**config.mk**
```make
export PLATFORM = sky130hd
export DESIGN_NAME = cam_frame_buffer
export DESIGN_NICKNAME = d
export VERILOG_FILES = /design/src/hdl/cam_pkg.sv /design/src/hdl/pix_wr_if.sv /design/src/hdl/cam_frame_buffer.sv /design/src/hdl/bank_reader.sv /design/src/hdl/line_bank.sv /design/src/hdl/dvp_capture.sv
export SDC_FILE = /design/constraint.sdc
export NUM_CORES = 1
export LEC_CHECK = 0
export BUFFER_PORTS_ARGS = -buffer_cell sky130_fd_sc_hd__buf_2
export CORE_MARGIN = 2
export CORE_UTILIZATION = 57
export DETAILED_ROUTE_END_ITERATION = 12
export PLACE_DENSITY = 0.76
export SETUP_SLACK_MARGIN = 0.05
export SYNTH_ARGS = -nofsm -noshare
export SYNTH_HDL_FRONTEND = slang
export SYNTH_SLANG_ARGS = --single-unit
```
**constraint.sdc**
```tcl
create_clock -name PCLK -period 5.7 [get_ports PCLK]
set_input_delay 1.14 -clock PCLK [delete_from_list [all_inputs] [get_ports PCLK]]
set_output_delay 1.14 -clock PCLK [all_outputs]
set_load 0.01 [all_outputs]
```
**src/hdl/cam_pkg.sv**
```systemverilog
`default_nettype none

package cam_pkg;

  // ==================================================
  // frame geometry
  // ==================================================
  localparam int H_PIXELS   = 16;
  localparam int V_LINES    = 8;
  localparam int SKIP_LINES = 2;

  // line banks, two lines of pixels each
  localparam int NUM_BANKS  = 2;
  localparam int BANK_DEPTH = 32;
  localparam int BANK_AW    = 5;
  localparam int LINE_CW    = 4;

  // flag positions in a stored word
  localparam int BW_SOF = 16;
  localparam int BW_EOF = 17;
  localparam int BW_EOL = 18;

  typedef logic [7:0]  byte_t;
  typedef logic [15:0] pix_t;
  typedef logic [0:0]  bank_sel_t;
  typedef logic [18:0] bank_word_t;

  typedef enum logic [1:0] {
    CAP_IDLE  = 2'h0,
    CAP_LINES = 2'h1,
    CAP_DONE  = 2'h3
  } cap_state_t;

endpackage

`default_nettype wire
```
**src/hdl/pix_wr_if.sv**
```systemverilog
`default_nettype none

interface pix_wr_if;
  import cam_pkg::*;

  // one-cycle write strobe
  logic wr;
  // pixel and flags, valid only with wr
  pix_t data;
  logic sof;
  logic eof;
  logic eol;

  modport cap (
    output wr,
    output data,
    output sof,
    output eof,
    output eol
  );

  // bank side cannot stall the camera
  modport bank (
    input wr,
    input data,
    input sof,
    input eof,
    input eol
  );
endinterface

`default_nettype wire

```
**src/hdl/cam_frame_buffer.sv**
```systemverilog
`default_nettype none

module cam_frame_buffer (
  input  logic        PCLK,
  input  logic        RSTn_dly2,
  input  logic        vsync,
  input  logic        href,
  input  logic [7:0]  pic_data,
  input  logic        frame_req,
  input  logic        rd_en,
  output logic        data_ready,
  output logic        data_valid,
  output logic [15:0] data_out,
  output logic        data_first,
  output logic        data_last,
  output logic        overflow
);
  import cam_pkg::*;

  // one write port per bank
  pix_wr_if   wr_if [NUM_BANKS] ();
  logic       bank_full  [NUM_BANKS];
  logic       bank_empty [NUM_BANKS];
  logic       bank_pop   [NUM_BANKS];
  bank_word_t bank_word  [NUM_BANKS];

  dvp_capture dvp_capture_inst (
    .PCLK      (PCLK),
    .RSTn_dly2 (RSTn_dly2),
    .vsync     (vsync),
    .href      (href),
    .pic_data  (pic_data),
    .frame_req (frame_req),
    .overflow  (overflow),
    .wr_port   (wr_if),
    .bank_full (bank_full)
  );

  // ==================================================
  // line banks
  // ==================================================
  for (genvar g = 0; g < NUM_BANKS; g++) begin : g_bank
    line_bank line_bank_inst (
      .PCLK      (PCLK),
      .RSTn_dly2 (RSTn_dly2),
      .wr_port   (wr_if[g]),
      .pop       (bank_pop[g]),
      .rd_word   (bank_word[g]),
      .empty     (bank_empty[g]),
      .full      (bank_full[g])
    );
  end

  bank_reader bank_reader_inst (
    .PCLK       (PCLK),
    .RSTn_dly2  (RSTn_dly2),
    .rd_en      (rd_en),
    .rd_word    (bank_word),
    .empty      (bank_empty),
    .pop        (bank_pop),
    .data_ready (data_ready),
    .data_valid (data_valid),
    .data_out   (data_out),
    .data_first (data_first),
    .data_last  (data_last)
  );

endmodule

`default_nettype wire

```
**src/hdl/bank_reader.sv**
```systemverilog
`default_nettype none

module bank_reader (
  input  logic                PCLK,
  input  logic                RSTn_dly2,
  input  logic                rd_en,
  input  cam_pkg::bank_word_t rd_word [cam_pkg::NUM_BANKS],
  input  logic                empty [cam_pkg::NUM_BANKS],
  output logic                pop [cam_pkg::NUM_BANKS],
  output logic                data_ready,
  output logic                data_valid,
  output cam_pkg::pix_t       data_out,
  output logic                data_first,
  output logic                data_last
);
  import cam_pkg::*;

  bank_sel_t  cur_bank;
  bank_sel_t  next_bank;
  bank_sel_t  eff_bank;
  bank_word_t fly_word;
  logic       pop_q;
  logic       pop_any;
  logic       line_end;

  // ==================================================
  // bank pointer
  // ==================================================
  // word popped last cycle, now out of the bank register
  assign fly_word  = rd_word[cur_bank];
  assign line_end  = pop_q & fly_word[BW_EOL];
  assign next_bank = (cur_bank == bank_sel_t'(NUM_BANKS - 1)) ?
                     '0 : bank_sel_t'(cur_bank + 1'b1);
  // a line end moves the next pop over to the following bank
  assign eff_bank  = line_end ? next_bank : cur_bank;

  assign data_ready = ~empty[eff_bank];
  assign pop_any    = rd_en & data_ready;

  always_comb begin
    for (int i = 0; i < NUM_BANKS; i++) begin
      pop[i] = pop_any && (eff_bank == bank_sel_t'(i));
    end
  end

  always_ff @(posedge PCLK or negedge RSTn_dly2) begin
    if (!RSTn_dly2) begin
      cur_bank <= '0;
      pop_q    <= 1'b0;
    end else begin
      cur_bank <= eff_bank;
      pop_q    <= pop_any;
    end
  end

  // ==================================================
  // output stage
  // ==================================================
  always_ff @(posedge PCLK or negedge RSTn_dly2) begin
    if (!RSTn_dly2) begin
      data_valid <= 1'b0;
      data_first <= 1'b0;
      data_last  <= 1'b0;
    end else begin
      data_valid <= pop_q;
      data_first <= pop_q & fly_word[BW_SOF];
      data_last  <= pop_q & fly_word[BW_EOF];
    end
  end

  always_ff @(posedge PCLK) begin
    if (pop_q)
      data_out <= fly_word[$bits(pix_t)-1:0];
  end

  // two-cycle pop to output latency, never a word without a pop
  a_valid_needs_pop: assert property (@(posedge PCLK) disable iff (!RSTn_dly2)
    !pop_any |-> ##2 !data_valid);

endmodule

`default_nettype wire

```
**src/hdl/line_bank.sv**
```systemverilog
`default_nettype none

module line_bank (
  input  logic                PCLK,
  input  logic                RSTn_dly2,
  pix_wr_if.bank              wr_port,
  input  logic                pop,
  output cam_pkg::bank_word_t rd_word,
  output logic                empty,
  output logic                full
);
  import cam_pkg::*;

  bank_word_t         mem [BANK_DEPTH];
  bank_word_t         wr_word;
  logic [BANK_AW-1:0] wr_ptr;
  logic [BANK_AW-1:0] rd_ptr;
  logic [BANK_AW:0]   count;
  logic               do_wr;
  logic               do_rd;

  // ==================================================
  // occupancy
  // ==================================================
  assign empty = (count == '0);
  assign full  = (count == (BANK_AW + 1)'(BANK_DEPTH));
  // writes into a full bank are lost
  assign do_wr = wr_port.wr & ~full;
  assign do_rd = pop & ~empty;

  always_comb begin
    wr_word[$bits(pix_t)-1:0] = wr_port.data;
    wr_word[BW_SOF]           = wr_port.sof;
    wr_word[BW_EOF]           = wr_port.eof;
    wr_word[BW_EOL]           = wr_port.eol;
  end

  always_ff @(posedge PCLK or negedge RSTn_dly2) begin
    if (!RSTn_dly2) begin
      wr_ptr <= '0;
      rd_ptr <= '0;
      count  <= '0;
    end else begin
      // pointers wrap at the power-of-two depth
      if (do_wr)
        wr_ptr <= wr_ptr + 1'b1;
      if (do_rd)
        rd_ptr <= rd_ptr + 1'b1;
      case ({do_wr, do_rd})
        2'b10:   count <= count + 1'b1;
        2'b01:   count <= count - 1'b1;
        default: count <= count;
      endcase
    end
  end

  // ==================================================
  // storage and registered read
  // ==================================================
  always_ff @(posedge PCLK) begin
    if (do_wr)
      mem[wr_ptr] <= wr_word;
  end

  // word shows up the cycle after pop
  always_ff @(posedge PCLK) begin
    if (do_rd)
      rd_word <= mem[rd_ptr];
  end

  // reader must look at empty of this bank before popping
  a_no_pop_empty: assert property (@(posedge PCLK) disable iff (!RSTn_dly2)
    pop |-> !empty);

endmodule

`default_nettype wire

```
**src/hdl/dvp_capture.sv**
```systemverilog
`default_nettype none

module dvp_capture (
  input  logic           PCLK,
  input  logic           RSTn_dly2,
  input  logic           vsync,
  input  logic           href,
  input  cam_pkg::byte_t pic_data,
  input  logic           frame_req,
  output logic           overflow,
  pix_wr_if.cap          wr_port [cam_pkg::NUM_BANKS],
  input  logic           bank_full [cam_pkg::NUM_BANKS]
);
  import cam_pkg::*;

  cap_state_t                  state;
  cap_state_t                  state_nxt;
  logic                        href_dly;
  logic                        href_fall;
  logic [LINE_CW-1:0]          line_cnt;
  logic [LINE_CW-1:0]          stored_line;
  logic [$clog2(H_PIXELS)-1:0] pix_cnt;
  logic                        hi_byte;
  logic                        store_byte;
  logic                        pix_done;
  logic                        line_last;
  bank_sel_t                   wr_sel;
  byte_t                       lo_byte;
  logic [NUM_BANKS-1:0]        wr_q;
  pix_t                        pix_q;
  logic                        sof_q;
  logic                        eof_q;
  logic                        eol_q;

  // ==================================================
  // frame state machine
  // ==================================================
  always_comb begin
    state_nxt = state;
    case (state)
      CAP_IDLE:  if (vsync && frame_req) state_nxt = CAP_LINES;
      CAP_LINES: if (line_cnt == LINE_CW'(SKIP_LINES + V_LINES)) state_nxt = CAP_DONE;
      CAP_DONE:  if (!frame_req) state_nxt = CAP_IDLE;
      default:   state_nxt = CAP_IDLE;
    endcase
  end

  always_ff @(posedge PCLK or negedge RSTn_dly2) begin
    if (!RSTn_dly2) begin
      state    <= CAP_IDLE;
      href_dly <= 1'b0;
    end else begin
      state    <= state_nxt;
      href_dly <= href;
    end
  end

  // ==================================================
  // line and pixel counters
  // ==================================================
  assign href_fall   = href_dly & ~href;
  assign store_byte  = (state == CAP_LINES) && href && (line_cnt >= LINE_CW'(SKIP_LINES));
  assign pix_done    = store_byte & hi_byte;
  assign stored_line = line_cnt - LINE_CW'(SKIP_LINES);
  assign line_last   = (pix_cnt == ($clog2(H_PIXELS))'(H_PIXELS - 1));
  // round-robin over banks, one line each
  assign wr_sel      = bank_sel_t'(stored_line % NUM_BANKS);

  always_ff @(posedge PCLK or negedge RSTn_dly2) begin
    if (!RSTn_dly2) begin
      line_cnt <= '0;
      pix_cnt  <= '0;
      hi_byte  <= 1'b0;
    end else begin
      if (state != CAP_LINES)
        line_cnt <= '0;
      else if (href_fall)
        line_cnt <= line_cnt + 1'b1;

      if (state != CAP_LINES || href_fall)
        pix_cnt <= '0;
      else if (pix_done)
        pix_cnt <= pix_cnt + 1'b1;

      // byte phase restarts at every line
      hi_byte <= store_byte ? ~hi_byte : 1'b0;
    end
  end

  // ==================================================
  // byte packer, first byte in the low half
  // ==================================================
  always_ff @(posedge PCLK) begin
    if (store_byte && !hi_byte)
      lo_byte <= pic_data;
    if (pix_done) begin
      pix_q <= {pic_data, lo_byte};
      sof_q <= (stored_line == '0) && (pix_cnt == '0);
      eol_q <= line_last;
      eof_q <= line_last && (stored_line == LINE_CW'(V_LINES - 1));
    end
  end

  always_ff @(posedge PCLK or negedge RSTn_dly2) begin
    if (!RSTn_dly2) begin
      wr_q     <= '0;
      overflow <= 1'b0;
    end else begin
      wr_q <= '0;
      if (pix_done && !bank_full[wr_sel])
        wr_q[wr_sel] <= 1'b1;
      // sticky until reset
      if (pix_done && bank_full[wr_sel])
        overflow <= 1'b1;
    end
  end

  for (genvar b = 0; b < NUM_BANKS; b++) begin : g_port
    assign wr_port[b].wr   = wr_q[b];
    assign wr_port[b].data = pix_q;
    assign wr_port[b].sof  = sof_q;
    assign wr_port[b].eof  = eof_q;
    assign wr_port[b].eol  = eol_q;
  end

  // the last write of a frame lands before the state leaves CAP_LINES
  a_wr_in_lines: assert property (@(posedge PCLK) disable iff (!RSTn_dly2)
    (|wr_q) |-> (state == CAP_LINES));

endmodule

`default_nettype wire

```
==> results.py <==
metrics = {
    "outcome": {
        "status": "finished with violations",
        "violations": "capacitance limit",
    },
    "power": {
        "clkPwrFrac_pct": 30.3,
        "leakage_nw": 18.8,
        "seqPwrFrac_pct": 43.9,
        "vdd_drop_max_v": 0.000295,
        "power.internal_mw": 19.7,
        "p_per_area_mw_per_mm2": 491,
        "combPwrFrac_pct": 25.8,
        "netSwitchingPower_mw": 8.80,
        "netSwitchingFraction_pct": 30.9,
        "finalPower_mw": 28.5,
    },
    "floorplanning": {
        "io_pins": 35,
        "floorplan.initialDensity_pct": 57.6,
        "rows": 110,
        "coreArea_mm2": 0.0901,
        "dieArea_mm2": 0.0935,
        "fp.dieH_um": 306,
        "die_w_um": 306,
    },
    "cts": {
        "clockBufferDepth": 3,
        "clk_latency_ns": 0.74,
        "root_buffer": "clkbuf_16",
        "cts_tree": "built",
        "postCtsResizedCells": 0,
        "cts.clk_slew.worst_paths_ns": 0.06,
        "clock-sinks": 1349,
        "postCtsHoldBufs": 0,
        "post_cts_buffers": 0,
        "cts-buffers-inserted": 132,
        "htreeDepth": 4,
    },
    "placement": {
        "place.gp.congestion": 0.886,
        "io_buffer_count": 34,
        "place_hpwl_mm": 67.2,
    },
    "global_routing": {
        "grt_pass1_vias": 25900,
        "grt_pass1_wl_mm": 175,
        "grt_overflow": 0,
        "antenna_found_initial": 4,
        "grt_max_degree": 75,
        "track_usage_pct": 25.9,
    },
    "critical_path": {
        "arrival_ns": 3.05,
        "cpLargestDelayFamily": "flip-flops",
        "critPathLaunchType": "register",
        "cp_slowest_cell": "dfrtp_1",
        "cp_cell_sequence": "a21oi_1, a31oi_1, mux2i_1, buf_2",
        "slowest_delay_ns": 0.90,
        "required_ns": 4.56,
        "worstPathMaxFanout": 22,
        "critPathBufInv": 1,
        "worstSetupPathType": "reg2out",
        "setup.worst_path.end_class": "primary output",
    },
    "logic_synthesis": {
        "synth_edf_count": 1297,
        "ys_ff_latch": 1349,
        "ys.flop_type": "edfxtp_1",
        "async_flop_share_pct": 3.85,
        "synthCells": 2464,
        "syn_avg_cell_area_um2": 21.1,
        "syn_area_mm2": 0.0519,
        "yosysUniqueCellTypes": 59,
        "yosysSeqAreaShare_pct": 77.5,
        "yosysWarnings": 0,
        "syn_nets": 2508,
    },
    "drt": {
        "drc": 0,
        "vias": 25600,
        "drtAntennaViolNets": 0,
        "vias_per_cell": 6.59,
        "wl_per_cell_um": 30.6,
        "first_pass_iters": 6,
        "routed_wl_mm": 119,
        "drt_iter0_drc": 3297,
    },
    "sta": {
        "fin_crit_ns": 4.19,
        "tightestPinTransition_ns": 1.44,
        "post-route-period-util_pct": 73.6,
        "slew_headroom_pct": 1.75,
        "setup_violations": 0,
        "timing.fmax_mhz": 238,
        "hold_viol": 0,
        "fin_worst_skew_ns": 0.0251,
        "fin_setup_tns_ns": 0,
        "rsz0062_at_grt": "false",
        "finalMaxSlewViolations": 0,
    },
    "min_path": {
        "hold_class": "reg2reg",
    },
    "final_layout": {
        "nFillCells": 5603,
        "areaGrowthSynthToFinish_pct": 11.7,
        "fin_nets": 2650,
        "drive_above_1_share_pct": 23.7,
    },
    "flow_run": {
        "max_cap_violations": 1,
    },
}
## synthesized netlist by cell type (all sizes together), types with 5 or more instances
master	count	area share, %
o221ai	45	0.76
or3b	6	0.10
a22o	28	0.47
mux2i	159	3.1
buf	76	1.0
mux2	19	0.41
nand2	28	0.20
nor4	8	0.12
xnor2	13	0.22
nand2b	5	0.060
nand3	17	0.16
nor3b	6	0.11
nor2	77	0.56
dfrtp	52	2.5
ha	28	0.67
a22oi	58	0.84
a2111oi	26	0.67
mux4	228	9.9
xor2	14	0.24
edfxtp	1297	75
nor2b	12	0.14
inv	30	0.22
a21oi	74	0.71
o21ai	15	0.14
clkbuf	51	0.37
a211oi	7	0.10
o22ai	29	0.35
nand3b	11	0.16
## registers in the layout, indices dropped and copies added (netlist names), 2 cells and up
signal and flops:
g_bank.line_bank_inst.mem 1216, dvp_capture_inst.lo_byte 8, dvp_capture_inst.pix_cnt 4, bank_reader_inst.data_out 16, dvp_capture_inst.state 2, g_bank.line_bank_inst.count 12
dvp_capture_inst.wr_q 2, g_bank.line_bank_inst.rd_ptr 10, g_bank.line_bank_inst.wr_ptr 10, dvp_capture_inst.line_cnt 4, dvp_capture_inst.wr_port.data 16, g_bank.line_bank_inst.rd_word 38
## routing by layer
| layer | vias to the layer above | global-route usage (%) | wire [um] |
|---|---|---|---|
| met3 | 182 | 6.03 | 12700 |
| li1 | 10600 | - | - |
| met1 | 13400 | 36.9 | 45800 |
| met2 | 1451 | 40.8 | 57700 |
| met5 | - | 0 | 34 |
| met4 | 6 | 7.23 | 2640 |
## placed cells by master, fill, tap and decap left out, types with 20 or more instances in the layout
master and instances:
nor2_2 26, nor2_1 49, o22ai_1 29, a22oi_1 58, clkbuf_16 134, ha_1 28
o221ai_1 45, mux2i_1 159, clkbuf_1 30, mux4_2 227, clkinv_1 24, a21oi_1 74
buf_2 34, a22o_1 28, inv_1 30, dfrtp_1 46, nand2_1 28, buf_4 99
clkinv_2 20, edfxtp_1 1297
## cell type report
| type | instances | area (um2) | share of cell area (%) |
|---|---|---|---|
| multi-input cells | 957 | 10900 | 18.8 |
| clock inverters | 75 | 791 | 1.36 |
| inverters | 31 | 116 | 0.201 |
| repair buffers | 135 | 938 | 1.62 |
| well taps | 1176 | 1470 | 2.54 |
| clock buffers | 166 | 3490 | 6.02 |
| diodes | 1 | 2.50 | 0.00431 |
| flip-flops and latches | 1349 | 40300 | 69.4 |
## cells by family (layout without fill, tap and decap cells)
group	count (synthesis)	count (layout)	synth area share (%)
and+or+nand+nor	191	191	1.90
DFF	1349	1349	77.5
buffers and inverters	158	407	1.62
AOI/OAI and AO/OA	303	303	4.39
other	0	1	0
muxes	406	406	13.4
adders and majority gates	30	30	0.752
xor gates and xnor gates	27	27	0.455
## final timing paths
check                      cells past startpoint                         from                                  end  slack [ns]
min                                            0  dvp_capture_inst.lo_byte[1]  dvp_capture_inst.wr_port[0].data[1]        0.42
max reg2reg                                   10       bank_reader_inst.pop_q    g_bank[0].line_bank_inst.count[5]        1.71
max in group asynchronous                      2                    RSTn_dly2   g_bank[0].line_bank_inst.rd_ptr[0]        4.39
min in group asynchronous                      2                    RSTn_dly2         dvp_capture_inst.line_cnt[0]        0.55
min reg2reg                                    0  dvp_capture_inst.lo_byte[1]  dvp_capture_inst.wr_port[0].data[1]        0.42
max                                            4       bank_reader_inst.pop_q                           data_ready        1.51
## through the flow
stage               util, %  std cells  hold slack (ns)  setup slack, ns  instance area, um2
global route           64.4       3889            0.425             1.34               58000
CTS                    64.3       3888            0.419             1.53               58000
detailed placement     59.6       3647            0.405             1.54               53700
finish                 64.4       3890            0.418             1.51               58000
global placement       59.6       3647            0.404             1.65               53700
floorplan                 -       2464            0.400            0.993               51900
## power groups by stage
| stage | registers [mW] | clock network, mW | logic, mW |
|---|---|---|---|
| 2_1_floorplan | 12.3 | 0 | 5.14 |
| 3_3_place_gp | 12.7 | 0 | 6.98 |
| 3_5_place_dp | 12.7 | 0 | 7.19 |
| 4_1_cts | 12.5 | 8.73 | 7.29 |
| 5_1_grt | 12.6 | 9.10 | 7.76 |
| 6_report | 12.5 | 8.64 | 7.35 |
Note: power is estimated with default switching activity, not from simulation.
